===== src/l2_cache_pkg.sv =====
/*
 * Shared definitions for the L2 cache slice:
 * cache geometry, request op codes, response status codes
 * and the address union that splits a line address into tag and set
 */

`default_nettype none

package l2_cache_pkg;

	// A line holds 16 bytes
	localparam int line_bytes = 16;
	localparam int line_bits = line_bytes * 8;

	// Four ways per set
	localparam int num_ways = 4;
	localparam int way_width = 2;

	// Sixteen sets
	localparam int num_sets = 16;
	localparam int set_width = 4;

	// The line address is the tag in the upper bits and the set in the lower bits
	localparam int tag_width = 12;
	localparam int addr_width = tag_width + set_width;

	// The data RAM index is the way followed by the set
	localparam int cache_index_width = way_width + set_width;

	// Request operations
	localparam logic [1:0] op_load = 2'd0;
	localparam logic [1:0] op_store = 2'd1;
	localparam logic [1:0] op_load_sync = 2'd2;
	localparam logic [1:0] op_store_sync = 2'd3;

	// Response status returned with every request
	localparam logic [1:0] status_miss = 2'd0;
	localparam logic [1:0] status_hit = 2'd1;
	localparam logic [1:0] status_fill = 2'd2;
	localparam logic [1:0] status_sync_fail = 2'd3;

	// One address word, seen either as a whole line address or split into its fields.
	// The set field sits in the low bits so neighbouring lines land in different sets
	typedef union packed
	{
		logic [addr_width-1:0] raw;
		struct packed
		{
			logic [tag_width-1:0] tag;
			logic [set_width-1:0] set;
		} line;
	} l2_addr_u;

endpackage

`default_nettype wire


===== src/l2_cache_rsp.sv =====
/*
 * Response stage of the L2 cache slice.
 * Picks the status for each request and registers the response
 */

`default_nettype none
`timescale 1ns/10ps

module l2_cache_rsp import l2_cache_pkg::*;
(
	input wire logic clk,
	input wire logic reset,

	// From the write stage
	input wire logic wr_valid,
	input wire logic [1:0] wr_op,
	input wire logic [addr_width-1:0] wr_address,
	input wire logic wr_cache_hit,
	input wire logic wr_is_fill,
	input wire logic wr_store_sync_success,
	input wire logic [line_bits-1:0] wr_data,

	// To the requester
	output logic rsp_valid,
	output logic [1:0] rsp_op,
	output logic [addr_width-1:0] rsp_address,
	output logic [1:0] rsp_status,
	output logic [line_bits-1:0] rsp_data
);

	logic [1:0] status;

	// A failed store-sync takes priority, even when it arrived as a fill
	always_comb
	begin
		if (wr_op == op_store_sync && !wr_store_sync_success)
			status = status_sync_fail;
		else if (wr_is_fill)
			status = status_fill;
		else if (wr_cache_hit)
			status = status_hit;
		else
			status = status_miss;
	end

	always_ff @(posedge clk, posedge reset)
	begin
		if (reset)
			rsp_valid <= 1'b0;
		else
			rsp_valid <= wr_valid;
	end

	// A miss has no line to return
	always_ff @(posedge clk)
	begin
		rsp_op <= wr_op;
		rsp_address <= wr_address;
		rsp_status <= status;
		rsp_data <= wr_cache_hit ? wr_data : '0;
	end

endmodule

`default_nettype wire


===== config.mk =====
export PLATFORM = sky130hd
export DESIGN_NAME = l2_cache_rsp
export DESIGN_NICKNAME = d
export VERILOG_FILES = /design/src/l2_cache_pkg.sv /design/src/l2_cache_rsp.sv
export SDC_FILE = /design/constraint.sdc
export NUM_CORES = 1
export LEC_CHECK = 0
export BUFFER_PORTS_ARGS = -buffer_cell sky130_fd_sc_hd__clkbuf_2
export CAP_MARGIN = 20
export CORE_MARGIN = 2
export CORE_UTILIZATION = 30
export CTS_CLUSTER_DIAMETER = 60
export DETAILED_ROUTE_END_ITERATION = 16
export SLEW_MARGIN = 20
export SYNTH_ARGS = -nofsm -noshare
export SYNTH_HDL_FRONTEND = slang
export SYNTH_SLANG_ARGS = --single-unit

===== constraint.sdc =====
create_clock -name clk -period 0.8 [get_ports clk]
set_input_delay 0.04 -clock clk [delete_from_list [all_inputs] [get_ports clk]]
set_output_delay 0.04 -clock clk [all_outputs]
set_load 0.005 [all_outputs]

==> results.cfg <==
[synthesis]
syn-num-nets = 448
synth.area.top_cells = dfxtp_1, and2_1, buf_6
ys_warn_count = 0
yosys.area.top_type = dfxtp_1
netlist_instances = 296
yosysTopAreaCellShare_pct = 74.8
syn-cell-area_mm2 = 0.00396
ys_seq_elements = 149
syn-mean-instance-area_um2 = 13.4
netlist-cell-type-count = 9
yosysSeqAreaShare_pct = 75.5

[power_and_ir_drop]
ir_drop_v = 0.00139
p_leak_nw = 3.88
pwr_density_cell_mw_per_mm2 = 2140
total_power_w = 0.0171

[place]
post-place-cells = 756
place_congestion = 0.767
dp_hpwl_um = 7930
io_buffers = 300

[sta]
max-slew-margin-rel_pct = 86.3
hold_violations = 0
rsz0062_at_grt = true
drv_slew = 0
fin_setup_tns_ns = -9.74
fmax_ghz = 1.09
setup_ws_ns = -0.118
setup_viol = 149
fin_crit_sh_pct = 115
min_period_ns = 0.918
tightest_slew_ns = 0.205

[setup_path]
cpLargestDelayFamily = flip-flops
startpoint = rsp_valid$_DFF_PP0_
endpoint = rsp_valid
critPathBufInv = 1
required_ns = 0.76
path_max_fanout = 1
critical_path_class = reg -> out
cp-start-kind = flip-flop
cp_slowest_cell = dfrtp_1
arrival_ns = 0.88
path_depth = 1
crit_chain = clkbuf_2
slowest_delay_ns = 0.36
end_kind = primary output

[floorplan]
ios = 301
coreArea_mm2 = 0.0128
start_util_pct = 31.0
die_w_um = 119
std_cell_rows = 41
fp.dieH_um = 119
dieArea_mm2 = 0.0141

[route]
ant_nets = 0
num_vias = 3712
routed_wl_um = 12700
drc = 0
routedWlPerCell_um = 13.5
via_per_inst = 3.94
firstDrtPassIters = 4
first_iter_violations = 87

[run_status]
violations = negative setup slack
status = complete, but fails checks

[grt]
grt_max_degree = 68
grt_usage_pct = 17.8
grt_pass1_vias = 4032
antenna_found_initial = 0
grt_remaining_overflow = 0
grt_pass1_wl_um = 19400

[cts]
numCtsBuffers = 17
cts_tree = built
clockBufferDepth = 2
clkSinkCount = 149
htreeDepth = 4
root_buffer = clkbuf_16
cts_setup_buffers = 0
clkTransAtPathRegs_ns = 0.06

[finish]
seqCellArea_mm2 = 0.00310
final_common_cell = clkbuf_2
finish.cell_count_without_fillers = 941
multi_input_area_um2 = 820
num-fill-cells = 933
num-nets-final = 907
final_cell_mix = clkbuf_2, dlygate4sd3_1, and2_1
syn_to_final_growth_pct = 101
layout-drive-gt1-share_pct = 54.8

[hold_path]
min_path_type = in -> reg

[job]
cap_violations = 0
power breakdown:
| group | switching (W) | internal, W |
|---|---|---|
| Combinational | 0.000596 | 0.00127 |
| Clock | 0.00295 | 0.00425 |
| Sequential | 0.000127 | 0.00787 |
| Total | 0.00367 | 0.0134 |
metal layers:
metal / global-route usage (%) / up-vias / part of all wire, %
met2: 34.2 / 191 / 55
li1: - / 1812 / -
met4: 6.18 / 0 / 1.9
met1: 16.3 / 1688 / 34
met5: 0 / - / 0
met3: 8.29 / 21 / 8.7
synth_stat cells:
master and n:
dfrtp_1 1, dfxtp_1 148, inv_1 2, nand3b_1 1, buf_2 2, and2_1 128, o21ai_0 1, buf_6 12
nand2b_1 1
worst min-delay path by stage:
stage,from,endpoint,slack [ns],depth (start not counted)
global placement,reset,rsp_valid$_DFF_PP0_,-0.14,2
floorplan,reset,rsp_valid$_DFF_PP0_,-0.23,1
global route,wr_cache_hit,rsp_data[10]$_SDFF_PN0_,0.14,3
CTS,wr_cache_hit,rsp_data[0]$_SDFF_PN0_,0.12,3
detailed placement,reset,rsp_valid$_DFF_PP0_,-0.14,2
finish,wr_cache_hit,rsp_data[14]$_SDFF_PN0_,0.13,3
kinds of logic after synthesis:
logic type      after synthesis  share of synthesized area (%)
compound gates                1                          0.126
simple gates                130                           20.6
buf+inv                      16                           3.85
flops                       149                           75.5
final cells by class:
class	instances	share of cell area, %
Timing Repair Buffer	454	41.1
Sequential cell	149	39.0
Multi-Input combinational cell	131	10.3
Clock buffer	19	5.44
Tap cell	172	2.70
Clock inverter	13	1.38
Inverter	2	0.0944
Antenna cell	1	0.0315
per-stage QoR:
stage	util [%]	area [um2]	hold WS, ns	worst slack (ns)
2_1_floorplan	-	3960	-0.231	0.270
3_3_place_gp	43.6	5570	-0.142	0.0871
3_5_place_dp	43.6	5570	-0.139	0.0600
4_1_cts	60.0	7670	0.124	-0.142
5_1_grt	62.3	7950	0.140	-0.174
6_report	62.3	7960	0.130	-0.118
flip-flops by register name, summed over array words and instances (netlist names):
| name | count |
|---|---|
| rsp_data | 128 |
| rsp_address | 16 |
| rsp_op | 2 |
| rsp_status | 2 |
| rsp_valid | 1 |
timing repair:
item	4_1_cts	5_1_grt
hold endpoints to repair	150	0
hold buffers	152	0
gates resized for setup	24	168
endpoints found under the setup margin	149	149
No activity file was read; power rests on OpenSTA's default activity.
