$ cat src/l2_cache_pkg.sv
/*
 * Shared definitions for the L2 cache slice:
 * cache geometry, request op codes, response status codes
 * and the address union that splits a line address into tag and set
 */

`default_nettype none

package l2_cache_pkg;

	// A line holds 16 bytes
	localparam int line_bytes = 16;
	localparam int line_bits = line_bytes * 8;

	// Four ways per set
	localparam int num_ways = 4;
	localparam int way_width = 2;

	// Sixteen sets
	localparam int num_sets = 16;
	localparam int set_width = 4;

	// The line address is the tag in the upper bits and the set in the lower bits
	localparam int tag_width = 12;
	localparam int addr_width = tag_width + set_width;

	// The data RAM index is the way followed by the set
	localparam int cache_index_width = way_width + set_width;

	// Request operations
	localparam logic [1:0] op_load = 2'd0;
	localparam logic [1:0] op_store = 2'd1;
	localparam logic [1:0] op_load_sync = 2'd2;
	localparam logic [1:0] op_store_sync = 2'd3;

	// Response status returned with every request
	localparam logic [1:0] status_miss = 2'd0;
	localparam logic [1:0] status_hit = 2'd1;
	localparam logic [1:0] status_fill = 2'd2;
	localparam logic [1:0] status_sync_fail = 2'd3;

	// One address word, seen either as a whole line address or split into its fields.
	// The set field sits in the low bits so neighbouring lines land in different sets
	typedef union packed
	{
		logic [addr_width-1:0] raw;
		struct packed
		{
			logic [tag_width-1:0] tag;
			logic [set_width-1:0] set;
		} line;
	} l2_addr_u;

endpackage

`default_nettype wire

$ cat src/l2_cache_write.sv
/*
 * Data write stage of the L2 cache slice:
 * store mask selection, per-byte merge of store data into the old line,
 * data RAM write enable and index, and the register toward the response stage
 */

`default_nettype none
`timescale 1ns/10ps

module l2_cache_write import l2_cache_pkg::*;
(
	input wire logic clk,
	input wire logic reset,

	// From the read stage
	input wire logic rd_valid,
	input wire logic [1:0] rd_op,
	input wire logic [addr_width-1:0] rd_address,
	input wire logic [line_bytes-1:0] rd_mask,
	input wire logic [line_bits-1:0] rd_data,
	input wire logic rd_is_fill,
	input wire logic [line_bits-1:0] rd_data_from_memory,
	input wire logic rd_cache_hit,
	input wire logic [way_width-1:0] rd_hit_l2_way,
	input wire logic [way_width-1:0] rd_miss_fill_l2_way,
	input wire logic [line_bits-1:0] rd_cache_mem_result,
	input wire logic rd_store_sync_success,

	// To the response stage
	output logic wr_valid,
	output logic [1:0] wr_op,
	output logic [addr_width-1:0] wr_address,
	output logic wr_cache_hit,
	output logic wr_is_fill,
	output logic wr_store_sync_success,
	output logic [line_bits-1:0] wr_data,

	// To the data RAM and the read stage bypass
	output logic wr_update_enable,
	output logic [cache_index_width-1:0] wr_cache_write_index,
	output logic [line_bits-1:0] wr_update_data
);

	l2_addr_u rd_addr;
	logic [line_bits-1:0] old_line;
	logic [line_bytes-1:0] store_mask;
	logic [line_bits-1:0] merged_line;

	assign rd_addr.raw = rd_address;

	// A fill starts from the line memory returned, anything else from the cache copy
	assign old_line = rd_is_fill ? rd_data_from_memory : rd_cache_mem_result;

	// Set bits select bytes from the store data. Loads carry no store data,
	// and a failed store-sync must leave the line as it was
	always_comb
	begin
		case (rd_op)
			op_store: store_mask = rd_mask;
			op_store_sync: store_mask = rd_mask & {line_bytes{rd_store_sync_success}};
			default: store_mask = '0;
		endcase
	end

	// One two-way mux per byte lane
	for (genvar b = 0; b < line_bytes; b++)
	begin : byte_merge
		assign merged_line[b * 8 +: 8] = store_mask[b] ? rd_data[b * 8 +: 8]
			: old_line[b * 8 +: 8];
	end

	assign wr_update_data = merged_line;

	// A fill always installs its line; stores only touch lines already present
	assign wr_update_enable = rd_valid && (rd_is_fill
		|| ((rd_op == op_store || rd_op == op_store_sync) && rd_cache_hit));

	// Fills go to the victim way picked in the tag stage
	assign wr_cache_write_index = rd_is_fill ? {rd_miss_fill_l2_way, rd_addr.line.set}
		: {rd_hit_l2_way, rd_addr.line.set};

	always_ff @(posedge clk, posedge reset)
	begin
		if (reset)
			wr_valid <= 1'b0;
		else
			wr_valid <= rd_valid;
	end

	always_ff @(posedge clk)
	begin
		wr_op <= rd_op;
		wr_address <= rd_address;
		wr_cache_hit <= rd_cache_hit;
		wr_is_fill <= rd_is_fill;
		wr_store_sync_success <= rd_store_sync_success;
		wr_data <= merged_line;
	end

endmodule

`default_nettype wire

$ cat config.mk
export PLATFORM = sky130hd
export DESIGN_NAME = l2_cache_write
export DESIGN_NICKNAME = d
export VERILOG_FILES = /design/src/l2_cache_pkg.sv /design/src/l2_cache_write.sv
export SDC_FILE = /design/constraint.sdc
export NUM_CORES = 1
export LEC_CHECK = 0
export BUFFER_PORTS_ARGS = -buffer_cell sky130_fd_sc_hd__buf_4
export CORE_AREA = 4 4 275 277
export DETAILED_ROUTE_END_ITERATION = 16
export DIE_AREA = 0 0 279 281
export PLACE_DENSITY_LB_ADDON = 0.12
export REMOVE_ABC_BUFFERS = 1
export SKIP_LAST_GASP = 1
export SLEW_MARGIN = 40
export SYNTH_ARGS = -nofsm -noshare
export SYNTH_HDL_FRONTEND = slang
export SYNTH_SLANG_ARGS = --single-unit
$ cat constraint.sdc
create_clock -name clk -period 2.1 [get_ports clk]
set_input_delay 0.315 -clock clk [delete_from_list [all_inputs] [get_ports clk]]
set_output_delay 0.315 -clock clk [all_outputs]
set_load 0.05 [all_outputs]
==> out/metrics.cfg <==
[run_status]
status = finished clean

[synthesis]
synth-compound-area-share = 0.000751
yosysWarnings = 0
syn-cell-area_sq_um = 6670
synth_area_per_cell_sq_um = 14.3
synthAdderAreaFrac = 0
synth_common_cells = 171 x mux2_2, 149 x dfxtp_1, 81 x mux2_4, 20 x buf_6, 16 x and3_1
async_reset_ff_frac = 0.00667
synth-simple-area-share = 0.0180
syn_inst = 465
synth_edf_count = 0
synth_area_leaders = dfxtp_1 45%, mux2_2 29%, mux2_4 18%
ys.flop_type = dfxtp_1
synth_top_family_by_area = multiplexers
yosysUniqueCellTypes = 14
yosys.cell_count.top_type = mux2_2
ys_ff_latch = 150
synth_top_cell_by_area = dfxtp_1
synth_xor_area_frac = 0
synth_top_area_frac = 0.447
synth_mux_area_frac = 0.481
yosysSeqAreaShare = 0.451

[route]
drtIter0Drc = 86
ant_nets = 0
drc_errors = 0
vias = 6675
avgRoutedWirePerCell_microns = 18.2
firstDrtPassIters = 4
vias_per_cell = 3.03
finalWirelength_microns = 40100

[worst_setup_path]
crit_path_end_kind = output port
crit_fanout = 8
cp.required_ns = 1.78
crit_chain = buf_4 > nand2b_4 > buf_12 > buf_4 > and3_1 > buf_12 > mux2_2 > buf_4
path_buf_inv = 5
cpLargestDelayFamily = buffers and inverters
crit_path_max_incr_delay_ns = 0.28
startpoint_type = primary input
cp.arrival_ns = 1.70
cpMaxStageDelayCell = mux2_2
criticalPathCategory = in2out
crit_top_cell = buf_4

[sta]
fin_crit_sh = 0.962
slew_headroom = 0.765
drv_slew = 0
setup_viol = 0
finalHoldViolations = 0
setup_slack_ns = 0.0802
tightest_slew_ns = 0.352
timing.fmax_mhz = 495
rsz0062_at_grt = no
finalCriticalPeriod_ns = 2.02

[power_and_ir_drop]
ir_worst_vdd_uv = 481
cellLeakagePower_nw = 6.82
power_density_nw_per_um2 = 774
total_power_mw = 11.1

[layout]
nets = 1654
area_growth_pct = 115
num-fill-cells = 8146
drive_above_1_share = 0.843
fin_area_sq_um = 14400

[clock_network]
clk_pin_slew_worst_paths_ns = 0.08
cts.sinks = 150
cts_made_buffers = 17
h-tree-depth = 4
cts_tree = yes
clockRootBuffer = clkbuf_16
cts.path.max_buffers = 2

[min_path]
hold_path.class = in2reg

[place]
place_ws_ns = -0.139
place_hpwl_microns = 33900
port_buffers = 712
gp_congestion = 0.793
placed_cell_area_sq_um = 13500

[global_routing]
overflow = 0
grt_pass1_vias = 7527
grt_antenna_before_repair = 7
grt_pass1_wl_microns = 53700
grt.total_usage = 0.0966
grt_max_degree = 19

[die]
start_util = 0.0915
die_h_microns = 281
num_io_pins = 713
fp.coreArea_sq_um = 72800
die_x_microns = 279
rows = 99
die_area_sq_um = 78400

[flow_run]
max-cap-violations = 0

## placed cells by master, fill, tap and decap left out, types with 2 or more instances in the layout
cell type      instances
mux2_1                 6
and3_1                15
inv_6                  7
buf_6                  2
buf_12                22
dfxtp_1              149
bufinv_16              3
clkinvlp_4             3
clkbuf_16             17
diode_2                3
dlygate4sd3_1         21
mux2_4                81
buf_4                734
mux2_2               171
## flip-flops by register name, summed over array words and instances (netlist names)
| register | count |
|---|---|
| wr_store_sync_success | 1 |
| wr_valid | 1 |
| wr_op | 2 |
| wr_cache_hit | 1 |
| wr_is_fill | 1 |
| wr_data | 128 |
| wr_address | 16 |
## worst paths after layout
path / startpoint / slack [ns] / end / depth (start not counted)
min in group asynchronous: reset / 0.29 / wr_valid / 3
max: rd_store_sync_success / 0.08 / wr_update_data[89] / 8
min: rd_data[114] / 0.09 / wr_data[114] / 2
max in group asynchronous: reset / 1.72 / wr_valid / 3
## where the power goes
part           internal (mW)  switching (mW)
sequential              3.12          0.0779
combinational           1.76            2.65
clock                   1.94            1.57
total                   6.81            4.30
## stage by stage
step | instances | utilization | hold WS [ns] | TNS [ns]
global placement | 2142 | 0.185 | 0.165 | -1.18
detailed placement | 2142 | 0.185 | 0.165 | -1.40
finish | 2201 | 0.197 | 0.0885 | 0
CTS | 2198 | 0.197 | 0.0184 | 0
floorplan | 428 | - | 0.0437 | 0
global route | 2198 | 0.197 | 0.0375 | 0
## layer usage
layer | vias to the layer above | wire, microns | GRT usage
met5 | - | 23 | 0
li1 | 3180 | - | -
met4 | 4 | 607 | 0.0277
met2 | 390 | 22100 | 0.186
met3 | 32 | 3820 | 0.0441
met1 | 3069 | 13600 | 0.0918
## area by class of cell
class,count,area [sq um],area share
Sequential cell,150,3010,0.209
Clock inverter,14,185,0.0129
Multi-Input combinational cell,277,3340,0.232
Inverter,1,3.75,0.000261
Tap cell,959,1200,0.0835
Timing Repair Buffer,779,6180,0.431
Clock buffer,18,439,0.0306
Antenna cell,3,7.51,0.000523
## what timing repair did
item	in CTS	in global routing
gates resized for setup	1	1
hold buffers	21	0
setup buffers	3	0
setup endpoints to repair	23	3
endpoints found under the hold margin	21	0
## logic make-up after synthesis
logic type,Yosys count
mux,258
buf+inv,38
flops,150
compound gates,1
simple gates,18
(Power assumes the default switching activity.)
