===== src/l2_cache_pkg.sv =====
/*
 * Shared definitions for the L2 cache slice:
 * cache geometry, request op codes, response status codes
 * and the address union that splits a line address into tag and set
 */

`default_nettype none

package l2_cache_pkg;

	// A line holds 16 bytes
	localparam int line_bytes = 16;
	localparam int line_bits = line_bytes * 8;

	// Four ways per set
	localparam int num_ways = 4;
	localparam int way_width = 2;

	// Sixteen sets
	localparam int num_sets = 16;
	localparam int set_width = 4;

	// The line address is the tag in the upper bits and the set in the lower bits
	localparam int tag_width = 12;
	localparam int addr_width = tag_width + set_width;

	// The data RAM index is the way followed by the set
	localparam int cache_index_width = way_width + set_width;

	// Request operations
	localparam logic [1:0] op_load = 2'd0;
	localparam logic [1:0] op_store = 2'd1;
	localparam logic [1:0] op_load_sync = 2'd2;
	localparam logic [1:0] op_store_sync = 2'd3;

	// Response status returned with every request
	localparam logic [1:0] status_miss = 2'd0;
	localparam logic [1:0] status_hit = 2'd1;
	localparam logic [1:0] status_fill = 2'd2;
	localparam logic [1:0] status_sync_fail = 2'd3;

	// One address word, seen either as a whole line address or split into its fields.
	// The set field sits in the low bits so neighbouring lines land in different sets
	typedef union packed
	{
		logic [addr_width-1:0] raw;
		struct packed
		{
			logic [tag_width-1:0] tag;
			logic [set_width-1:0] set;
		} line;
	} l2_addr_u;

endpackage

`default_nettype wire


===== src/l2_cache_tag.sv =====
/*
 * Tag lookup stage of the L2 cache slice:
 * tag and valid arrays, four-way hit detection,
 * per-set round-robin victim counters and the tag update on a fill
 */

`default_nettype none
`timescale 1ns/10ps

module l2_cache_tag import l2_cache_pkg::*;
(
	input wire logic clk,
	input wire logic reset,

	// Request from the requester
	input wire logic req_valid,
	input wire logic [1:0] req_op,
	input wire logic [addr_width-1:0] req_address,
	input wire logic [line_bytes-1:0] req_mask,
	input wire logic [line_bits-1:0] req_data,
	input wire logic req_is_fill,
	input wire logic [line_bits-1:0] req_fill_data,

	// To the read stage
	output logic tag_valid,
	output logic [1:0] tag_op,
	output logic [addr_width-1:0] tag_address,
	output logic [line_bytes-1:0] tag_mask,
	output logic [line_bits-1:0] tag_data,
	output logic tag_is_fill,
	output logic [line_bits-1:0] tag_fill_data,
	output logic tag_cache_hit,
	output logic [way_width-1:0] tag_hit_way,
	output logic [way_width-1:0] tag_fill_way
);

	l2_addr_u req_addr;
	logic [tag_width-1:0] tag_mem [num_ways][num_sets];
	logic [num_sets-1:0] line_valid [num_ways];
	logic [way_width-1:0] victim_way [num_sets];
	logic [num_ways-1:0] way_hit;
	logic [way_width-1:0] hit_way;
	logic [way_width-1:0] fill_way;
	logic fill_now;

	assign req_addr.raw = req_address;

	// The victim for this set is whichever way its counter points at
	assign fill_way = victim_way[req_addr.line.set];
	assign fill_now = req_valid && req_is_fill;

	// Compare the request tag against every way of the set.
	// At most one way can match, so the last match found is the only one
	always_comb
	begin
		way_hit = '0;
		hit_way = '0;
		for (int w = 0; w < num_ways; w++)
		begin
			if (line_valid[w][req_addr.line.set]
				&& tag_mem[w][req_addr.line.set] == req_addr.line.tag)
			begin
				way_hit[w] = 1'b1;
				hit_way = way_width'(w);
			end
		end
	end

	// Tag storage itself is only written by fills
	always_ff @(posedge clk)
	begin
		if (fill_now)
			tag_mem[fill_way][req_addr.line.set] <= req_addr.line.tag;
	end

	// Valid bits and victim counters move together as a fill leaves this stage
	always_ff @(posedge clk, posedge reset)
	begin
		if (reset)
		begin
			for (int w = 0; w < num_ways; w++)
				line_valid[w] <= '0;
			for (int s = 0; s < num_sets; s++)
				victim_way[s] <= '0;
		end
		else if (fill_now)
		begin
			line_valid[fill_way][req_addr.line.set] <= 1'b1;
			victim_way[req_addr.line.set] <= victim_way[req_addr.line.set] + 1'b1;
		end
	end

	always_ff @(posedge clk, posedge reset)
	begin
		if (reset)
			tag_valid <= 1'b0;
		else
			tag_valid <= req_valid;
	end

	// Request payload and lookup results.
	// A fill always counts as a hit since it brings the line with it
	always_ff @(posedge clk)
	begin
		tag_op <= req_op;
		tag_address <= req_address;
		tag_mask <= req_mask;
		tag_data <= req_data;
		tag_is_fill <= req_is_fill;
		tag_fill_data <= req_fill_data;
		tag_cache_hit <= req_is_fill || (|way_hit);
		tag_hit_way <= hit_way;
		tag_fill_way <= fill_way;
	end

endmodule

`default_nettype wire


===== config.mk =====
export PLATFORM = sky130hd
export DESIGN_NAME = l2_cache_tag
export DESIGN_NICKNAME = d
export VERILOG_FILES = /design/src/l2_cache_pkg.sv /design/src/l2_cache_tag.sv
export SDC_FILE = /design/constraint.sdc
export NUM_CORES = 1
export LEC_CHECK = 0
export BUFFER_PORTS_ARGS = -buffer_cell sky130_fd_sc_hd__buf_2
export CELL_PAD_IN_SITES_DETAIL_PLACEMENT = 2
export CELL_PAD_IN_SITES_GLOBAL_PLACEMENT = 2
export CORE_ASPECT_RATIO = 1.25
export CORE_MARGIN = 2
export CORE_UTILIZATION = 39
export DETAILED_ROUTE_END_ITERATION = 10
export GPL_TIMING_DRIVEN = 0
export PLACE_DENSITY = 0.82
export SLEW_MARGIN = 0
export SYNTH_ARGS = -nofsm -noshare
export SYNTH_HDL_FRONTEND = slang
export SYNTH_SLANG_ARGS = --single-unit

===== constraint.sdc =====
create_clock -name clk -period 3.7 [get_ports clk]
set_input_delay 0.37 -clock clk [delete_from_list [all_inputs] [get_ports clk]]
set_output_delay 0.37 -clock clk [all_outputs]
set_load 0.01 [all_outputs]

==> impl_metrics.yaml <==
setup_path:
  cpLargestDelayFamily: "buffers and inverters"
  r2r-start: "victim_way[30]$_DFFE_PP0P_"
  slowest_stage: "clkbuf_1"
  crit_required_ns: 4.18
  crit_chain: "buf_4 > clkbuf_1 > inv_1 > o31ai_1 > a2111oi_0 > nor3_1 > nor4_2 > nand4b_1 > nand4b_1"
  path_buf_inv: 3
  reg2reg_to: "tag_mem[2][172]$_DFFE_PP_"
  crit_path_start_kind: "primary input"
  cp-end-kind: "register"
  cp_common_cell: "nand4b_1"
  critPathMaxStageDelay_ns: 0.91
  worst_ep_arrival_time_ns: 4.31
  crit_fanout: 66
  crit_type: "in2reg"
  reg2reg_depth: 9
  r2r_slack_ns: 0.26
logic_synthesis:
  ys_ff_latch: 1161
  synth_common_cells: "768 x edfxtp_1, 296 x dfxtp_1, 178 x mux4_2"
  synth_cell_types: 58
  synthTopCellsByArea: "edfxtp_1 57%, dfxtp_1 15%, mux4_2 9.9%, dfrtp_1 6.0%, mux2i_1 2.0%"
  syn_avg_cell_area_um2: 20.1
  syn_nets: 2317
  synth_ff_type: "edfxtp_1"
  yosysWarnings: 0
  syn-cell-area_mm2: 0.0407
  synth.most_common_cell: "edfxtp_1"
  synth-edff-count: 768
  syn_inst: 2019
  synthArstFlopShare_pct: 8.35
  seq_area_frac_synth_pct: 77.2
  synth_top_area_share_pct: 56.7
  synth_top_area_cell: "edfxtp_1"
clock_tree:
  cts_tree: "done"
  cts_max_path_buffers: 3
  cts.clk_slew.worst_paths_ns: 0.07
  clk_latency_ns: 0.76
  cts.sinks: 1161
  cts_inserted_buffers: 114
  htree_levels: 3
  cts_root_buf: "clkbuf_16"
drt:
  routed_wl_um: 184000
  via_per_inst: 5.96
  vias: 26847
  drtPass1Iterations: 5
  wl_per_cell_um: 41.0
  drt_iter0_drc: 2900
  ant_nets: 0
  drc: 0
timing:
  layout_setup_ws_ns: -0.133
  relSlewSlack_pct: -15.7
  finalSetupViolCount: 1
  hold_violations: 0
  slew_viol_final: 10
  max_freq_ghz: 0.261
  period_minus_slack_ns: 3.83
  skew_ns: 0.0514
  worst_pin_slew_ns: 1.73
  post-route-period-util_pct: 104
pwr:
  p_leak_nw: 20.1
  power_density_mw_per_mm2: 574
  power_mw: 30.5
  ir_drop_mv: 0.452
outcome:
  violations: "max-capacitance violations, max-slew violations, negative setup slack"
  status: "finished with violations"
hold_path:
  hold_path_end: "tag_address[10]$_DFF_P_"
  holdPathStages: 1
  hp-start: "req_address[10]"
  hold_path.class: "in2reg"
placed_design:
  dp.final_hpwl_um: 114000
  io_buffers: 590
  placed_area_mm2: 0.0454
  gp_congestion: 0.950
  place_ws_ns: -2.02
die:
  design.die.area_mm2: 0.107
  core_mm2: 0.104
  start_util_pct: 39.3
  rows: 132
  io_pins: 591
  dieHeight_um: 365
  die_x_um: 293
global_routing:
  antenna_found_initial: 22
  grtUsageTotal_pct: 34.2
  grt_max_degree: 72
  first_global_vias: 29081
  grt.overflow.total: 0
  grt_pass1_wl_um: 249000
final_layout:
  area_growth_pct: 30.6
  fin_nets: 3341
  drive_gt1_share_pct: 39.4
  fin_area_mm2: 0.0531
  num-fill-cells: 8976
  utilization_pct: 51.3
flow_run:
  maxCapViolCount: 1
[cells by family (layout without fill, tap and decap cells)]
logic type / Yosys count / count (layout) / share of synthesized area (%)
AND/OR/NAND/NOR: 252 / 259 / 3.45
other: 0 / 19 / 0
AO/OA/AOI/OAI: 143 / 143 / 2.53
multiplexers: 304 / 304 / 13.8
flip-flops: 1161 / 1161 / 77.2
buffers and inverters: 104 / 1221 / 1.74
XOR/XNOR: 51 / 51 / 1.10
adder cells (fa/ha/maj): 4 / 4 / 0.123
[state kept, by name (all words and copies together) (netlist names)]
| name | cells |
|---|---|
| tag_mask | 16 |
| tag_hit_way | 2 |
| tag_fill_way | 2 |
| line_valid | 64 |
| victim_way | 32 |
| tag_valid | 1 |
| tag_address | 16 |
| tag_is_fill | 1 |
| tag_fill_data | 128 |
| tag_cache_hit | 1 |
| tag_op | 2 |
| tag_mem | 768 |
| tag_data | 128 |
[power breakdown]
part / switching [mW] / total (mW) / leakage, nW / internal (mW)
logic: 1.79 / 2.98 / 7.45 / 1.19
registers: 0.312 / 14.6 / 10.7 / 14.3
clock network: 5.47 / 12.9 / 2.00 / 7.41
total: 7.58 / 30.5 / 20.1 / 22.9
[metrics by stage]
step,hold WS (ns),TNS (ns),std cells
floorplan,0.398,0,2019
global placement,0.445,-1190.68,3949
detailed placement,0.444,-1335.98,3951
CTS,0.167,0,4483
global route,0.160,-0.00254,4495
finish,0.141,-0.133,4502
[how the worst max path moves through the flow]
stage | startpoint | endpoint | slack (ns) | cells past startpoint
global route | req_address[3] | tag_cache_hit$_DFF_P_ | -0.003 | 12
floorplan | req_address[0] | tag_mem[1][100]$_DFFE_PP_ | 0.11 | 12
global placement | req_address[1] | tag_mem[0][151]$_DFFE_PP_ | -1.64 | 13
CTS | req_address[0] | tag_mem[1][88]$_DFFE_PP_ | 0.04 | 13
detailed placement | req_address[1] | tag_mem[0][151]$_DFFE_PP_ | -2.02 | 13
finish | req_address[8] | tag_cache_hit$_DFF_P_ | -0.13 | 9
[placed cells by master, fill, tap and decap left out, types with 27 or more instances in the layout]
cell type	count
buf_12	28
nor2_1	44
nand2_1	27
and2_2	39
mux4_2	178
buf_2	596
mux2i_1	82
clkbuf_1	34
edfxtp_1	768
and2_4	29
dlygate4sd3_1	281
buf_4	37
xnor2_1	41
a21oi_1	34
clkbuf_16	122
dfxtp_1	296
dfrtp_1	97
or2_2	64
[layout make-up]
class	instances	area [um2]	area share (%)
Clock inverter	56	686	1.29
Sequential cell	1161	31400	59.1
Multi-Input combinational cell	761	8760	16.5
Tap cell	1340	1680	3.16
Buffer	88	748	1.41
Clock buffer	160	3410	6.41
Timing Repair Buffer	906	6350	11.9
Antenna cell	19	47.5	0.0895
Inverter	11	43.8	0.0824
[layer usage]
metal | GRT usage [%] | routed length (um) | share of wire, % | vias to the layer above
met2 | 60.0 | 94400 | 51 | 2065
met3 | 8.04 | 15300 | 8.3 | 571
li1 | - | - | - | 10002
met5 | 0 | 38 | 0.021 | -
met4 | 21.3 | 13100 | 7.1 | 6
met1 | 37.3 | 61600 | 33 | 14203
[worst reg2reg max path, stage by stage, from the launching register on]
cell	delay, ns
dfrtp_1	0.43
mux4_2	0.51
mux4_2	0.48
buf_2	0.21
buf_2	0.27
inv_1	0.19
ha_2	0.32
buf_4	0.27
and2_2	0.28
buf_12	0.17
[timing repair]
| item | CTS | global route |
|---|---|---|
| hold buffers | 281 | 0 |
| buffers inserted | 33 | 0 |
| setup endpoints to repair | 851 | 700 |
| gates cloned | 4 | 3 |
| endpoints found under the hold margin | 312 | 0 |
| gates resized for setup | 119 | 22 |
Power figures use the tool's default switching activity.
