<file path="src/l2_cache_pkg.sv">
/*
 * Shared definitions for the L2 cache slice:
 * cache geometry, request op codes, response status codes
 * and the address union that splits a line address into tag and set
 */

`default_nettype none

package l2_cache_pkg;

	// A line holds 16 bytes
	localparam int line_bytes = 16;
	localparam int line_bits = line_bytes * 8;

	// Four ways per set
	localparam int num_ways = 4;
	localparam int way_width = 2;

	// Sixteen sets
	localparam int num_sets = 16;
	localparam int set_width = 4;

	// The line address is the tag in the upper bits and the set in the lower bits
	localparam int tag_width = 12;
	localparam int addr_width = tag_width + set_width;

	// The data RAM index is the way followed by the set
	localparam int cache_index_width = way_width + set_width;

	// Request operations
	localparam logic [1:0] op_load = 2'd0;
	localparam logic [1:0] op_store = 2'd1;
	localparam logic [1:0] op_load_sync = 2'd2;
	localparam logic [1:0] op_store_sync = 2'd3;

	// Response status returned with every request
	localparam logic [1:0] status_miss = 2'd0;
	localparam logic [1:0] status_hit = 2'd1;
	localparam logic [1:0] status_fill = 2'd2;
	localparam logic [1:0] status_sync_fail = 2'd3;

	// One address word, seen either as a whole line address or split into its fields.
	// The set field sits in the low bits so neighbouring lines land in different sets
	typedef union packed
	{
		logic [addr_width-1:0] raw;
		struct packed
		{
			logic [tag_width-1:0] tag;
			logic [set_width-1:0] set;
		} line;
	} l2_addr_u;

endpackage

`default_nettype wire

</file>
<file path="src/l2_cache_read.sv">
/*
 * Data read stage of the L2 cache slice:
 * data RAM lookup with bypass from the write stage,
 * the single link register and the store-sync decision
 */

`default_nettype none
`timescale 1ns/10ps

module l2_cache_read import l2_cache_pkg::*;
(
	input wire logic clk,
	input wire logic reset,

	// From the tag stage
	input wire logic tag_valid,
	input wire logic [1:0] tag_op,
	input wire logic [addr_width-1:0] tag_address,
	input wire logic [line_bytes-1:0] tag_mask,
	input wire logic [line_bits-1:0] tag_data,
	input wire logic tag_is_fill,
	input wire logic [line_bits-1:0] tag_fill_data,
	input wire logic tag_cache_hit,
	input wire logic [way_width-1:0] tag_hit_way,
	input wire logic [way_width-1:0] tag_fill_way,

	// Data RAM read port and the write stage's pending update
	input wire logic [line_bits-1:0] ram_read_data,
	input wire logic wr_update_enable,
	input wire logic [cache_index_width-1:0] wr_cache_write_index,
	input wire logic [line_bits-1:0] wr_update_data,
	output logic [cache_index_width-1:0] ram_read_index,

	// To the write stage
	output logic rd_valid,
	output logic [1:0] rd_op,
	output logic [addr_width-1:0] rd_address,
	output logic [line_bytes-1:0] rd_mask,
	output logic [line_bits-1:0] rd_data,
	output logic rd_is_fill,
	output logic [line_bits-1:0] rd_data_from_memory,
	output logic rd_cache_hit,
	output logic [way_width-1:0] rd_hit_l2_way,
	output logic [way_width-1:0] rd_miss_fill_l2_way,
	output logic [line_bits-1:0] rd_cache_mem_result,
	output logic rd_store_sync_success
);

	l2_addr_u tag_addr;
	logic link_valid;
	logic [addr_width-1:0] link_address;
	logic link_match;
	logic bypass;
	logic store_sync_success;
	logic store_done;

	assign tag_addr.raw = tag_address;
	assign ram_read_index = {tag_hit_way, tag_addr.line.set};

	// The write stage updates the RAM at the same edge this stage samples it.
	// Take its line directly so back-to-back requests see the new data
	assign bypass = wr_update_enable && wr_cache_write_index == ram_read_index;

	assign link_match = link_valid && link_address == tag_addr.raw;

	// A store-sync only lands while its link is intact and the line is present
	assign store_sync_success = tag_op == op_store_sync && tag_cache_hit && link_match;

	// Any store that actually updates the linked line breaks the link
	assign store_done = (tag_op == op_store && tag_cache_hit) || store_sync_success;

	always_ff @(posedge clk, posedge reset)
	begin
		if (reset)
		begin
			rd_valid <= 1'b0;
			link_valid <= 1'b0;
			link_address <= '0;
		end
		else
		begin
			rd_valid <= tag_valid;
			if (tag_valid && tag_op == op_load_sync && tag_cache_hit)
			begin
				link_valid <= 1'b1;
				link_address <= tag_addr.raw;
			end
			else if (tag_valid && store_done && link_match)
				link_valid <= 1'b0;
		end
	end

	always_ff @(posedge clk)
	begin
		rd_op <= tag_op;
		rd_address <= tag_address;
		rd_mask <= tag_mask;
		rd_data <= tag_data;
		rd_is_fill <= tag_is_fill;
		rd_data_from_memory <= tag_fill_data;
		rd_cache_hit <= tag_cache_hit;
		rd_hit_l2_way <= tag_hit_way;
		rd_miss_fill_l2_way <= tag_fill_way;
		rd_cache_mem_result <= bypass ? wr_update_data : ram_read_data;
		rd_store_sync_success <= store_sync_success;
	end

endmodule

`default_nettype wire

</file>
<file path="config.mk">
export PLATFORM = sky130hd
export DESIGN_NAME = l2_cache_read
export DESIGN_NICKNAME = d
export VERILOG_FILES = /design/src/l2_cache_pkg.sv /design/src/l2_cache_read.sv
export SDC_FILE = /design/constraint.sdc
export NUM_CORES = 1
export LEC_CHECK = 0
export BUFFER_PORTS_ARGS = -buffer_cell sky130_fd_sc_hd__buf_2
export CORE_AREA = 2 2 382 384
export CTS_BUF_LIST = sky130_fd_sc_hd__clkbuf_4 sky130_fd_sc_hd__clkbuf_8
export DETAILED_ROUTE_END_ITERATION = 10
export DIE_AREA = 0 0 384 386
export PLACE_DENSITY_LB_ADDON = 0.12
export SKIP_LAST_GASP = 1
export SYNTH_ARGS = -nofsm -noshare
export SYNTH_HDL_FRONTEND = slang
export SYNTH_SLANG_ARGS = --single-unit
</file>
<file path="constraint.sdc">
create_clock -name clk -period 1.9 [get_ports clk]
set_clock_uncertainty 0.15 [all_clocks]
set_input_delay 0.38 -clock clk [delete_from_list [all_inputs] [get_ports clk]]
set_output_delay 0.38 -clock clk [all_outputs]
set_load 0.05 [all_outputs]
</file>
==> tab_implementation.tex, run 1 <==
\begin{tabular}{lr}
\hline
Metric & Value \\
\hline
\multicolumn{2}{l}{\textbf{Clocking}} \\
\quad Latest clock arrival within the worst-skew pair & between 700 and 800 ps \\
\quad Sink count of the clock tree & roughly 440 \\
\quad CTS tree & yes \\
\quad H-tree levels & 3 \\
\quad Number of buffers added by the clock tree synthesis step & 94 \\
\quad Root Buffer & sky130\_fd\_sc\_hd\_\_clkbuf\_8 \\
\quad Clock slew at reported path FFs & 60 ps \\
\quad Clock buffer depth & 3 \\
\multicolumn{2}{l}{\textbf{Route}} \\
\quad Iter 0 DRT Violations & $\sim$200 \\
\quad Detail Route Antenna Nets & 0 \\
\quad Number of vias after detailed routing & 12748 \\
\quad Final wirelength & 80.74 mm \\
\quad Number of design rule violations left after detail routing & 0 \\
\quad Routed length per placed instance & 18.00 um \\
\quad Number of detailed-route iterations in the first pass & 4 \\
\quad Vias per Instance & 2.842 \\
\multicolumn{2}{l}{\textbf{Timing}} \\
\quad Headroom to the max-slew limit & 0.7699 \\
\quad Actual transition at the worst max-transition pin & 342.6 ps \\
\quad Final hold slack & approximately 120 ps \\
\quad Setup\_tns & 0 ps \\
\quad Highest achievable clock rate & 0.5312 GHz \\
\quad Total of endpoints with negative setup slack in the final report & 0 \\
\quad Minimum period implied by the final worst setup slack & 1882 ps \\
\quad Number of pins with negative max-slew slack in the final report & 0 \\
\quad Final Cycle Share & 0.9907 \\
\quad Hold Vio Cnt, Final & 0 \\
\quad Post-route worst setup slack & 17.61 ps \\
\quad Setup repair after global routing missed its margin & true \\
\multicolumn{2}{l}{\textbf{Global route}} \\
\quad Aggregate global routing overflow & 0 \\
\quad Global routing usage on met3 & 0.04736 \\
\quad First-pass GRT wire length & 106.7 mm \\
\quad Most used routing layer & met2 \\
\quad Number of antenna violations at the first check in global routing & 50 \\
\quad Number of global-route vias before repair & approximately 14000 \\
\quad Grt met1 use & 0.1030 \\
\quad Global-route total usage across every layer & 0.1042 \\
\quad GRT met2 Usage & 0.1915 \\
\quad Maximum number of pins on one net before global-route repair & 30 \\
\multicolumn{2}{l}{\textbf{Floorplanning}} \\
\quad Standard-cell row count & 140 \\
\quad Overall die area & 148200 sq um \\
\quad Die height & 386 um \\
\quad Ports & a little under 1000 \\
\quad Area of the core & 144500 sq um \\
\quad Die span in x & about 380 um \\
\quad Starting Density & 0.08048 \\
\multicolumn{2}{l}{\textbf{Worst hold path}} \\
\quad Cell count of the worst hold path & 2 \\
\quad Tightest Hold Check Type & input pin to flip-flop \\
\quad Worst Hold End & rd\_data\_from\_memory[13] \\
\quad Worst Min Path Start & tag\_fill\_data[13] \\
\multicolumn{2}{l}{\textbf{Cells and area}} \\
\quad Area growth from synthesis to layout & 185.0\% \\
\quad Fraction of final layout cells with drive strength greater than 1 & 0.6783 \\
\quad Filler instances & 15452 \\
\quad Leading cell type in the layout, fill and taps excluded & sky130\_fd\_sc\_hd\_\_dlygate4sd3\_1 \\
\quad Non-filler instance count after layout & 4486 \\
\quad Final nets & 3045 \\
\quad Commonest cells after routing, fill and taps aside & 737 x sky130\_fd\_sc\_hd\_\_dlygate4sd3\_1, 567 x sky130\_fd\_sc\_hd\_\_buf\_2, 385 x sky130\_fd\_sc\_hd\_\_dfxtp\_2 \\
\quad Utilization after layout & 0.2294 \\
\multicolumn{2}{l}{\textbf{Power and ir drop}} \\
\quad Fraction of power spent switching nets & 0.2932 \\
\quad Total net switching power & 0.008206 W \\
\quad Internal portion of total power & 0.01978 W \\
\quad Sequential Power Share & 0.370 \\
\quad IR Drop Worst-Case VDD & 0.4922 mV \\
\quad Areal power density over the cells & 844.2 nW/um\^{}2 \\
\quad Logic pwr share & 0.208 \\
\quad Clock network fraction of total power & 0.422 \\
\quad Leakage power figure & 14.52 nW \\
\multicolumn{2}{l}{\textbf{Logic synthesis}} \\
\quad Proportion of netlist area held by the largest area contributor & 0.7315 \\
\quad Number of enable flip-flop cells after synthesis & 0 \\
\quad Largest cells by area after synthesis & sky130\_fd\_sc\_hd\_\_dfxtp\_1 73\%, sky130\_fd\_sc\_hd\_\_mux2\_4 14\%, sky130\_fd\_sc\_hd\_\_dfrtp\_1 3.9\% \\
\quad Register bit count reported by yosys & $\sim$440 \\
\quad Cell Area, Synth & 11630 sq um \\
\quad Number of unique standard cell types used by synthesis & 23 \\
\quad Cell count after synthesis & 652 \\
\quad Proportion of register bits with asynchronous set or reset after synthesis & 0.04063 \\
\quad Leading register cell type out of synthesis & sky130\_fd\_sc\_hd\_\_dfxtp\_1 \\
\quad Yosys warns & 0 \\
\quad Post-Synthesis Mean Instance Area & around 18 sq um \\
\quad Dominant cell type by area after synthesis & sky130\_fd\_sc\_hd\_\_dfxtp\_1 \\
\quad Fraction of the yosys area taken by sequential cells & 0.7702 \\
\quad Syn\_nets & 1214 \\
\multicolumn{2}{l}{\textbf{Critical path}} \\
\quad Reg-to-reg critical path startpoint & link\_address[9] \\
\quad Series of cell instances along the critical path & buf\_2, xnor2\_1, buf\_4, nand4\_1, nor4\_4, buf\_6, mux2\_4, dlygate4sd3\_1 \\
\quad Type of the setup path with the least slack & input pin to flip-flop \\
\quad CP startpoint kind & input pin \\
\quad Standard cell with the maximum stage delay on the critical path & sky130\_fd\_sc\_hd\_\_dlygate4sd3\_1 \\
\quad Crit path max fanout & 4 \\
\quad Combined buffer and inverter count along the critical path & 4 \\
\quad R2r worst-path depth & 5 \\
\quad Worst-case register-to-register setup slack & 150 ps \\
\quad Family of cells with the greatest summed delay on the critical path & buffers and inverters \\
\quad Worst Path Arrival & 2360 ps \\
\quad Max incr delay on CP & 550 ps \\
\quad Startpoint of the worst setup timing path & wr\_cache\_write\_index[2] \\
\quad Worst setup EP type & flip-flop \\
\quad Worst EP required & 2380 ps \\
\quad Endpoint of the worst-slack reg-to-reg timing path & rd\_store\_sync\_success \\
\multicolumn{2}{l}{\textbf{Place}} \\
\quad HPWL Detailed & between 60 and 70 mm \\
\quad Number of instances in the placed design & 3566 \\
\quad Pre-CTS setup slack & -598.2 ps \\
\quad Weighted congestion reported at the end of routability-driven placement & 0.7928 \\
\quad Number of I/O port buffers & $\sim$990 \\
\multicolumn{2}{l}{\textbf{Job}} \\
\quad Max-cap violations & 0 \\
\multicolumn{2}{l}{\textbf{Status}} \\
\quad Run status & complete, no violations \\
\hline
\end{tabular}
## stage by stage
| stage | power (W) | instance area [sq um] |
|---|---|---|
| 2_1_floorplan | 0.01243 | 11630 |
| 3_5_place_dp | 0.01391 | 18930 |
| 6_report | 0.02799 | 33150 |
| 4_1_cts | 0.02870 | 32950 |
| 3_3_place_gp | 0.01391 | 18930 |
| 5_1_grt | 0.02937 | 33140 |
## how the worst max path moves through the flow
| stage | to | slack (ps) | depth (start not counted) |
|---|---|---|---|
| floorplan | rd_cache_mem_result[100] | 70 | 5 |
| global placement | rd_cache_mem_result[38] | -620 | 8 |
| detailed placement | rd_cache_mem_result[43] | -600 | 8 |
| CTS | rd_data[125] | -120 | 1 |
| global route | rd_data[125] | -110 | 1 |
| finish | rd_cache_mem_result[21] | 20 | 8 |
## state kept, by name (all words and copies together) (netlist names)
signal / count
rd_cache_hit: 1
rd_address: 16
rd_valid: 1
link_valid: 1
rd_cache_mem_result: 128
rd_is_fill: 1
rd_data: 128
rd_miss_fill_l2_way: 2
rd_mask: 16
rd_hit_l2_way: 2
rd_store_sync_success: 1
rd_op: 2
rd_data_from_memory: 128
link_address: 16
## layer usage
metal	up-vias	wire length [um]
met5	-	13
met4	2	2609
met3	188	8142
met2	717	41860
met1	5982	28120
li1	5859	-
## timing repair
action / in CTS / in global routing
hold endpoints to repair: 461 / 0
hold buffers: 737 / 0
buffers inserted: 0 / 1
endpoints found under the setup margin: 426 / 296
resized for setup: 1598 / 41
## area by class of cell
type / instances / area [sq um] / area share
antenna: 11 / 27.53 / 0.0008304
clock buffer: 142 / 1767 / 0.05329
clock inverter: 29 / 374.1 / 0.01129
inverter: 4 / 15.01 / 0.0004529
multi-input combinational: 184 / 2342 / 0.07066
sequential: 443 / 9493 / 0.2864
tap: 1917 / 2399 / 0.07236
timing repair buffer: 1756 / 16730 / 0.5048
## cells in the mapped netlist, types with 2 or more instances
cell,number
sky130_fd_sc_hd__dfxtp_1,425
sky130_fd_sc_hd__mux2_4,110
sky130_fd_sc_hd__mux2_2,33
sky130_fd_sc_hd__dfrtp_1,18
sky130_fd_sc_hd__buf_12,13
sky130_fd_sc_hd__xor2_1,11
sky130_fd_sc_hd__xnor2_1,8
sky130_fd_sc_hd__buf_4,6
sky130_fd_sc_hd__nand2_1,5
sky130_fd_sc_hd__inv_1,4
sky130_fd_sc_hd__nor4_1,4
sky130_fd_sc_hd__nor2b_1,3
sky130_fd_sc_hd__nand4_1,2
## power by group through the flow
stage	Sequential, W	Clock, W	Combinational [W]
finish	0.0104	0.0118	0.00581
global route	0.0104	0.0129	0.00610
CTS	0.0104	0.0125	0.00586
detailed placement	0.0103	0	0.00364
global placement	0.0103	0	0.00363
floorplan	0.0120	0	0.000439
## cell families (layout without fill, tap and decap cells)
| kind of cell | count (synthesis) | in the layout | synth area share |
|---|---|---|---|
| DFF | 443 | 443 | 0.7702 |
| and+or+nand+nor | 19 | 19 | 0.01054 |
| other | 0 | 11 | 0 |
| AOI/OAI and AO/OA | 3 | 3 | 0.002044 |
| xor gates and xnor gates | 19 | 19 | 0.01431 |
| buffers and inverters | 25 | 1931 | 0.02894 |
| muxes | 143 | 143 | 0.1739 |
Power figures use the tool's default switching activity.
==> inputs of run 2 (changes only) <==
--- a/config.mk
+++ b/config.mk
@@ -8,6 +8,6 @@
 export BUFFER_PORTS_ARGS = -buffer_cell sky130_fd_sc_hd__buf_2
-export CORE_AREA = 2 2 382 384
+export CORE_AREA = 3 3 383 385
 export CTS_BUF_LIST = sky130_fd_sc_hd__clkbuf_4 sky130_fd_sc_hd__clkbuf_8
 export DETAILED_ROUTE_END_ITERATION = 10
-export DIE_AREA = 0 0 384 386
+export DIE_AREA = 0 0 386 388
 export PLACE_DENSITY_LB_ADDON = 0.12
--- a/constraint.sdc
+++ b/constraint.sdc
@@ -4,2 +4,2 @@
 set_output_delay 0.38 -clock clk [all_outputs]
-set_load 0.05 [all_outputs]
+set_load 0.01 [all_outputs]
==> run 2 against run 1 <==
The flow now finishes with violations (setup timing). Global-route usage rose by 0.22 points. Non-clock buffer count decreased by 24. Flip-flop and latch count is the same. Register-to-register slack improved by 30 ps. Count of clock-buffer cells in the layout decreased by 1. Hold slack improved by 41 ps. Largest power group unchanged. Highest routed layer unchanged.
==> tab_implementation.tex, run 2 (synthesis results as in run 1) <==
\begin{tabular}{lr}
\hline
Metric & Value \\
\hline
\multicolumn{2}{l}{\textbf{Floorplanning}} \\
\quad Standard-cell row count & 139 \\
\quad Overall die area & 149800 sq um \\
\quad Die span in x & 386 um \\
\quad Starting Density & 0.08106 \\
\quad Area of the core & 143500 sq um \\
\quad Ports & 994 \\
\quad Die height & 388 um \\
\multicolumn{2}{l}{\textbf{Critical path}} \\
\quad Max incr delay on CP & around 560 ps \\
\quad Standard cell with the maximum stage delay on the critical path & sky130\_fd\_sc\_hd\_\_dlygate4sd3\_1 \\
\quad CP startpoint kind & input pin \\
\quad Worst EP required & 2380 ps \\
\quad Type of the setup path with the least slack & input pin to flip-flop \\
\quad Crit path max fanout & 25 \\
\quad Worst setup EP type & flip-flop \\
\quad Series of cell instances along the critical path & buf\_2, xnor2\_1, nand4\_1, nor4\_4, buf\_12, buf\_12, mux2\_4, dlygate4sd3\_1 \\
\quad Worst Path Arrival & roughly 2500 ps \\
\quad R2r worst-path depth & 5 \\
\quad Endpoint of the worst-slack reg-to-reg timing path & link\_valid \\
\quad Worst-case register-to-register setup slack & about 180 ps \\
\quad Top cell by count, worst path & sky130\_fd\_sc\_hd\_\_buf\_12 \\
\quad Family of cells with the greatest summed delay on the critical path & buffers and inverters \\
\quad Combined buffer and inverter count along the critical path & 4 \\
\quad Reg-to-reg critical path startpoint & link\_address[9] \\
\multicolumn{2}{l}{\textbf{Power and ir drop}} \\
\quad Fraction of power spent switching nets & 0.2520 \\
\quad Internal portion of total power & approximately 0.019 W \\
\quad Leakage power figure & 13.29 nW \\
\quad Areal power density over the cells & 857.8 nW/um\^{}2 \\
\quad Sequential Power Share & 0.402 \\
\quad Total net switching power & 0.006363 W \\
\quad Logic pwr share & 0.139 \\
\quad IR Drop Worst-Case VDD & 0.4963 mV \\
\quad Clock network fraction of total power & 0.458 \\
\multicolumn{2}{l}{\textbf{Clocking}} \\
\quad Root Buffer & sky130\_fd\_sc\_hd\_\_clkbuf\_8 \\
\quad Sink count of the clock tree & 443 \\
\quad Clock slew at reported path FFs & 50 ps \\
\quad Latest clock arrival within the worst-skew pair & 750 ps \\
\quad Number of buffers added by the clock tree synthesis step & 95 \\
\quad CTS tree & yes \\
\quad Clock buffer depth & 3 \\
\quad H-tree levels & 3 \\
\quad Post-CTS setup buffer count & 0 \\
\multicolumn{2}{l}{\textbf{Global route}} \\
\quad Global-route total usage across every layer & 0.1064 \\
\quad First-pass GRT wire length & 109.6 mm \\
\quad Number of global-route vias before repair & 14311 \\
\quad Number of antenna violations at the first check in global routing & 54 \\
\quad Maximum number of pins on one net before global-route repair & 26 \\
\quad Aggregate global routing overflow & 0 \\
\multicolumn{2}{l}{\textbf{Worst hold path}} \\
\quad Worst Min Path Start & tag\_data[104] \\
\quad Tightest Hold Check Type & input pin to flip-flop \\
\quad Cell count of the worst hold path & 2 \\
\quad Worst Hold End & rd\_data[104] \\
\multicolumn{2}{l}{\textbf{Timing}} \\
\quad Highest achievable clock rate & 0.4940 GHz \\
\quad Minimum period implied by the final worst setup slack & 2024 ps \\
\quad Setup repair after global routing missed its margin & true \\
\quad Headroom to the max-slew limit & 0.7181 \\
\quad Final Cycle Share & 1.065 \\
\quad Post-route worst setup slack & -124.2 ps \\
\quad Actual transition at the worst max-transition pin & about 420 ps \\
\quad Hold Vio Cnt, Final & 0 \\
\quad Total of endpoints with negative setup slack in the final report & 109 \\
\quad Number of pins with negative max-slew slack in the final report & 0 \\
\multicolumn{2}{l}{\textbf{Cells and area}} \\
\quad Commonest cells after routing, fill and taps aside & 815 x sky130\_fd\_sc\_hd\_\_buf\_2, 715 x sky130\_fd\_sc\_hd\_\_dlygate4sd3\_1, 285 x sky130\_fd\_sc\_hd\_\_dfxtp\_1 \\
\quad Utilization after layout & 0.2052 \\
\quad Non-filler instance count after layout & 4456 \\
\quad Leading cell type in the layout, fill and taps excluded & sky130\_fd\_sc\_hd\_\_buf\_2 \\
\quad Largest registers in the final layout & rd\_cache\_mem\_result x128, rd\_data x128, rd\_data\_from\_memory x128 \\
\quad Filler instances & 15795 \\
\quad Final nets & 3022 \\
\quad Fraction of final layout cells with drive strength greater than 1 & 0.5812 \\
\quad Area growth from synthesis to layout & 153.1\% \\
\multicolumn{2}{l}{\textbf{Status}} \\
\quad Run status & finished, violations left \\
\quad Violated checks & setup timing \\
\multicolumn{2}{l}{\textbf{Route}} \\
\quad Final wirelength & 82.97 mm \\
\quad Detail Route Antenna Nets & 0 \\
\quad Vias per Instance & 2.810 \\
\quad Routed length per placed instance & $\sim$19 um \\
\quad Number of vias after detailed routing & between 10000 and 15000 \\
\quad Number of design rule violations left after detail routing & 0 \\
\quad Iter 0 DRT Violations & 185 \\
\quad Number of detailed-route iterations in the first pass & 4 \\
\multicolumn{2}{l}{\textbf{Job}} \\
\quad Max-cap violations & 0 \\
\multicolumn{2}{l}{\textbf{Place}} \\
\quad Number of I/O port buffers & 993 \\
\quad Number of instances in the placed design & 3551 \\
\quad HPWL Detailed & 69.82 mm \\
\quad Weighted congestion reported at the end of routability-driven placement & 0.7967 \\
\hline
\end{tabular}
-- run 2: final cells by class --
cell class              count  area (sq um)  share of cell area
diodes                     22         55.05            0.001870
clock buffers             141          1790             0.06082
clock inverters            27         327.8             0.01114
inverters                   4         15.01           0.0005101
multi-input cells         184          2342             0.07957
flip-flops and latches    443          9164              0.3113
well taps                1903          2381             0.08089
repair buffers           1732         13360              0.4539
-- run 2: metal layers --
| metal | GRT usage | part of all wire | vias to the layer above |
|---|---|---|---|
| li1 | - | - | 5826 |
| met1 | 0.1043 | 0.35 | 5823 |
| met2 | 0.1916 | 0.50 | 692 |
| met3 | 0.05439 | 0.12 | 177 |
| met4 | 0.03513 | 0.030 | 2 |
| met5 | 0 | 0.00016 | - |
-- run 2: what timing repair did --
action,in CTS,in global routing
hold buffers,715,0
pin swaps,0,0
hold endpoints to repair,461,0
resized for setup,428,4
setup endpoints to repair,232,129
-- run 2: worst max-delay path by stage --
stage	start	endpoint	slack (ps)	depth (start not counted)
5_1_grt	tag_hit_way[1]	rd_cache_mem_result[50]	-140	8
3_5_place_dp	tag_hit_way[1]	rd_cache_mem_result[58]	-370	7
3_3_place_gp	tag_hit_way[0]	rd_cache_mem_result[65]	-380	7
6_report	tag_hit_way[1]	rd_cache_mem_result[69]	-120	8
2_1_floorplan	wr_cache_write_index[3]	rd_cache_mem_result[100]	70	5
4_1_cts	rd_data[63]	rd_data[63]	-70	1
-- run 2: power by group through the flow --
stage               Clock, W  Combinational [W]  Sequential [W]
floorplan                  0           0.000418          0.0105
detailed placement         0            0.00212          0.0103
CTS                   0.0123            0.00361          0.0102
global route          0.0126            0.00382          0.0102
global placement           0            0.00213          0.0103
finish                0.0116            0.00352          0.0102
-- run 2: worst register-to-register path: stages (launching register included) --
cell and delay [ps]:
sky130_fd_sc_hd__dfrtp_1 380, sky130_fd_sc_hd__xor2_1 170, sky130_fd_sc_hd__nor4_2 280, sky130_fd_sc_hd__buf_4 160, sky130_fd_sc_hd__nand4_1 130, sky130_fd_sc_hd__o31a_1 330
-- run 2: through the flow --
stage               power (W)  hold WS, ps  instance area [sq um]  setup TNS, ps  worst slack (ps)
detailed placement    0.01240        295.6                  18890         -39900            -367.3
global route          0.02662        40.86                  29390          -9311            -141.5
CTS                   0.02608       0.9889                  29370          -2837            -68.67
floorplan             0.01092        168.6                  11630              0             67.68
finish                0.02525        162.5                  29440          -6931            -124.2
global placement      0.01241        298.4                  18890         -41310            -383.1
==> inputs of run 3 (changes only) <==
- PLACE_DENSITY: unset -> 0.34
- PLACE_DENSITY_LB_ADDON: 0.12 -> unset
==> run 3 against run 2 <==
The run still ends with setup timing left. Via count is 1.1% higher. Largest cell class unchanged. Utilization is 0.52 points lower. Count of clock-buffer cells in the layout is 3 lower. Total power is 2.0% lower. Register-to-register slack hardly changed. Sequential power hardly changed.
==> tab_implementation.tex, run 3 (synthesis results as in run 1) <==
\begin{tabular}{lr}
\hline
Metric & Value \\
\hline
\multicolumn{2}{l}{\textbf{Status}} \\
\quad Run status & finished, violations left \\
\quad Violated checks & setup timing \\
\multicolumn{2}{l}{\textbf{Worst hold path}} \\
\quad Cell count of the worst hold path & 6 \\
\quad Tightest Hold Check Type & input pin to flip-flop \\
\multicolumn{2}{l}{\textbf{Power and ir drop}} \\
\quad Power, Total & 0.02475 W \\
\quad Areal power density over the cells & 862.4 nW/um\^{}2 \\
\quad Leakage power figure & $\sim$13 nW \\
\quad IR Drop Worst-Case VDD & 0.7300 mV \\
\multicolumn{2}{l}{\textbf{Critical path}} \\
\quad Worst-case register-to-register setup slack & 170 ps \\
\quad Reg-to-reg critical path startpoint & link\_address[9] \\
\quad Crit path max fanout & 6 \\
\quad Standard cell with the maximum stage delay on the critical path & sky130\_fd\_sc\_hd\_\_dlygate4sd3\_1 \\
\quad Critical path depth & 8 \\
\quad CP startpoint kind & input pin \\
\quad Series of cell instances along the critical path & dlygate4sd3\_1, xor2\_1, nor4\_4, buf\_4, buf\_12, buf\_12, buf\_8, mux2\_4 \\
\quad Startpoint of the worst setup timing path & tag\_address[1] \\
\quad Family of cells with the greatest summed delay on the critical path & buffers and inverters \\
\quad Worst EP required & between 2000 and 2500 ps \\
\quad R2r worst-path depth & 5 \\
\quad Worst setup EP type & flip-flop \\
\quad Destination of the critical timing path & rd\_cache\_mem\_result[93] \\
\quad Endpoint of the worst-slack reg-to-reg timing path & link\_valid \\
\quad Top cell by count, worst path & sky130\_fd\_sc\_hd\_\_buf\_12 \\
\quad Type of the setup path with the least slack & input pin to flip-flop \\
\quad Max incr delay on CP & 600 ps \\
\quad Combined buffer and inverter count along the critical path & 5 \\
\quad Worst Path Arrival & 2400 ps \\
\multicolumn{2}{l}{\textbf{Global route}} \\
\quad Global-route total usage across every layer & 0.1235 \\
\quad First-pass GRT wire length & about 120 mm \\
\quad Aggregate global routing overflow & 0 \\
\quad Number of global-route vias before repair & 13842 \\
\quad Maximum number of pins on one net before global-route repair & 20 \\
\quad Number of antenna violations at the first check in global routing & 104 \\
\multicolumn{2}{l}{\textbf{Clocking}} \\
\quad Number of buffers added by the clock tree synthesis step & 91 \\
\quad Root Buffer & sky130\_fd\_sc\_hd\_\_clkbuf\_8 \\
\quad CTS tree & yes \\
\quad H-tree levels & 3 \\
\quad Latest clock arrival within the worst-skew pair & 750 ps \\
\quad Clock buffer depth & 3 \\
\quad Clock slew at reported path FFs & $\sim$60 ps \\
\quad Sink count of the clock tree & 443 \\
\multicolumn{2}{l}{\textbf{Route}} \\
\quad Iter 0 DRT Violations & 369 \\
\quad Vias per Instance & 2.852 \\
\quad Number of detailed-route iterations in the first pass & 4 \\
\quad Number of design rule violations left after detail routing & 0 \\
\quad Final wirelength & 96.38 mm \\
\quad Number of vias after detailed routing & roughly 13000 \\
\quad Routed length per placed instance & 21.72 um \\
\quad Detail Route Antenna Nets & 0 \\
\multicolumn{2}{l}{\textbf{Timing}} \\
\quad Minimum period implied by the final worst setup slack & between 1500 and 2000 ps \\
\quad Setup\_tns & -524.6 ps \\
\quad Setup repair after global routing missed its margin & false \\
\quad Final Cycle Share & 1.020 \\
\quad Number of pins with negative max-slew slack in the final report & 0 \\
\quad Hold Vio Cnt, Final & 0 \\
\quad Highest achievable clock rate & between 0.5 and 0.6 GHz \\
\quad Actual transition at the worst max-transition pin & 334.7 ps \\
\quad Headroom to the max-slew limit & 0.7769 \\
\quad Total of endpoints with negative setup slack in the final report & 32 \\
\quad Post-route worst setup slack & -38.26 ps \\
\multicolumn{2}{l}{\textbf{Floorplanning}} \\
\quad Ports & 994 \\
\quad Die span in x & 386 um \\
\quad Die height & 388 um \\
\quad Overall die area & 149800 sq um \\
\quad Standard-cell row count & 139 \\
\quad Starting Density & 0.08106 \\
\quad Area of the core & 143500 sq um \\
\multicolumn{2}{l}{\textbf{Place}} \\
\quad Cell area reported after detailed placement & around 19000 sq um \\
\quad Pre-CTS setup slack & -337.1 ps \\
\quad Weighted congestion reported at the end of routability-driven placement & a little over 0.8 \\
\quad Number of I/O port buffers & around 1000 \\
\quad HPWL Detailed & 81.73 mm \\
\multicolumn{2}{l}{\textbf{Job}} \\
\quad Max-cap violations & 0 \\
\multicolumn{2}{l}{\textbf{Cells and area}} \\
\quad Area growth from synthesis to layout & 146.7\% \\
\quad Leading cell type in the layout, fill and taps excluded & sky130\_fd\_sc\_hd\_\_buf\_2 \\
\quad Final nets & 2989 \\
\quad Largest registers in the final layout & rd\_cache\_mem\_result x128, rd\_data x128, rd\_data\_from\_memory x128 \\
\quad Commonest cells after routing, fill and taps aside & 884 x sky130\_fd\_sc\_hd\_\_buf\_2, 676 x sky130\_fd\_sc\_hd\_\_dlygate4sd3\_1, 334 x sky130\_fd\_sc\_hd\_\_dfxtp\_1 \\
\quad Fraction of final layout cells with drive strength greater than 1 & 0.5719 \\
\quad Final design area excluding fillers & 28700 sq um \\
\quad Utilization after layout & 0.2000 \\
\hline
\end{tabular}
run 3: cell types whose count changed in the layout (fill, tap and decap cells not counted), sizes merged:
cell and delta:
clkinv -1, dlygate4sd3 -39, clkinvlp -2, inv +3, dlymetal6s4s +1, clkbuf -1
bufinv -2, buf +7, diode +16
run 3: cell type report:
cell class	instances	area, sq um
sequential	443	9092
clock inverter	25	252.7
multi-input combinational	184	2357
clock buffer	138	1743
antenna	38	95.09
fill	15895	114800
tap	1903	2381
inverter	4	15.01
timing repair buffer	1703	12760
run 3: repair_timing:
action / 4_1_cts / 5_1_grt
hold endpoints to repair: 461 / 3
hold buffers: 676 / 2
cloned: 0 / 3
setup buffers: 0 / 6
resized for setup: 262 / 14
endpoints found under the setup margin: 123 / 128
pin swaps: 0 / 2
run 3: metrics by stage:
step           hold WS (ps)  cells
2_1_floorplan         168.6    652
3_3_place_gp          289.6   3554
3_5_place_dp          289.4   3554
4_1_cts              0.4345   4393
5_1_grt               36.23   4406
6_report              115.9   4438
run 3: layer usage:
| metal | vias to the layer above | part of all wire | GRT usage |
|---|---|---|---|
| met3 | 257 | 0.094 | 0.04533 |
| met4 | 24 | 0.035 | 0.03965 |
| met2 | 739 | 0.48 | 0.2160 |
| met1 | 5847 | 0.38 | 0.1376 |
| li1 | 5788 | - | - |
| met5 | - | 0.0017 | 0 |
run 3: worst min path at each step:
| stage | startpoint | endpoint |
|---|---|---|
| 4_1_cts | tag_data[85] | rd_data[85] |
| 3_3_place_gp | reset | link_address[2] |
| 2_1_floorplan | reset | link_address[0] |
| 6_report | tag_address[2] | rd_store_sync_success |
| 3_5_place_dp | reset | rd_valid |
| 5_1_grt | tag_fill_data[49] | rd_data_from_memory[49] |
run 3: worst register-to-register path, stage by stage (launching register included):
cell and delay [ps]:
sky130_fd_sc_hd__dfrtp_1 380, sky130_fd_sc_hd__xor2_1 170, sky130_fd_sc_hd__nor4_2 270, sky130_fd_sc_hd__buf_4 180, sky130_fd_sc_hd__nand4_1 140, sky130_fd_sc_hd__o31a_1 330
run 3: power by group:
part	internal [W]	switching [W]
Combinational	0.00211	0.00143
Clock	0.00631	0.00479
Sequential	0.00989	0.000216
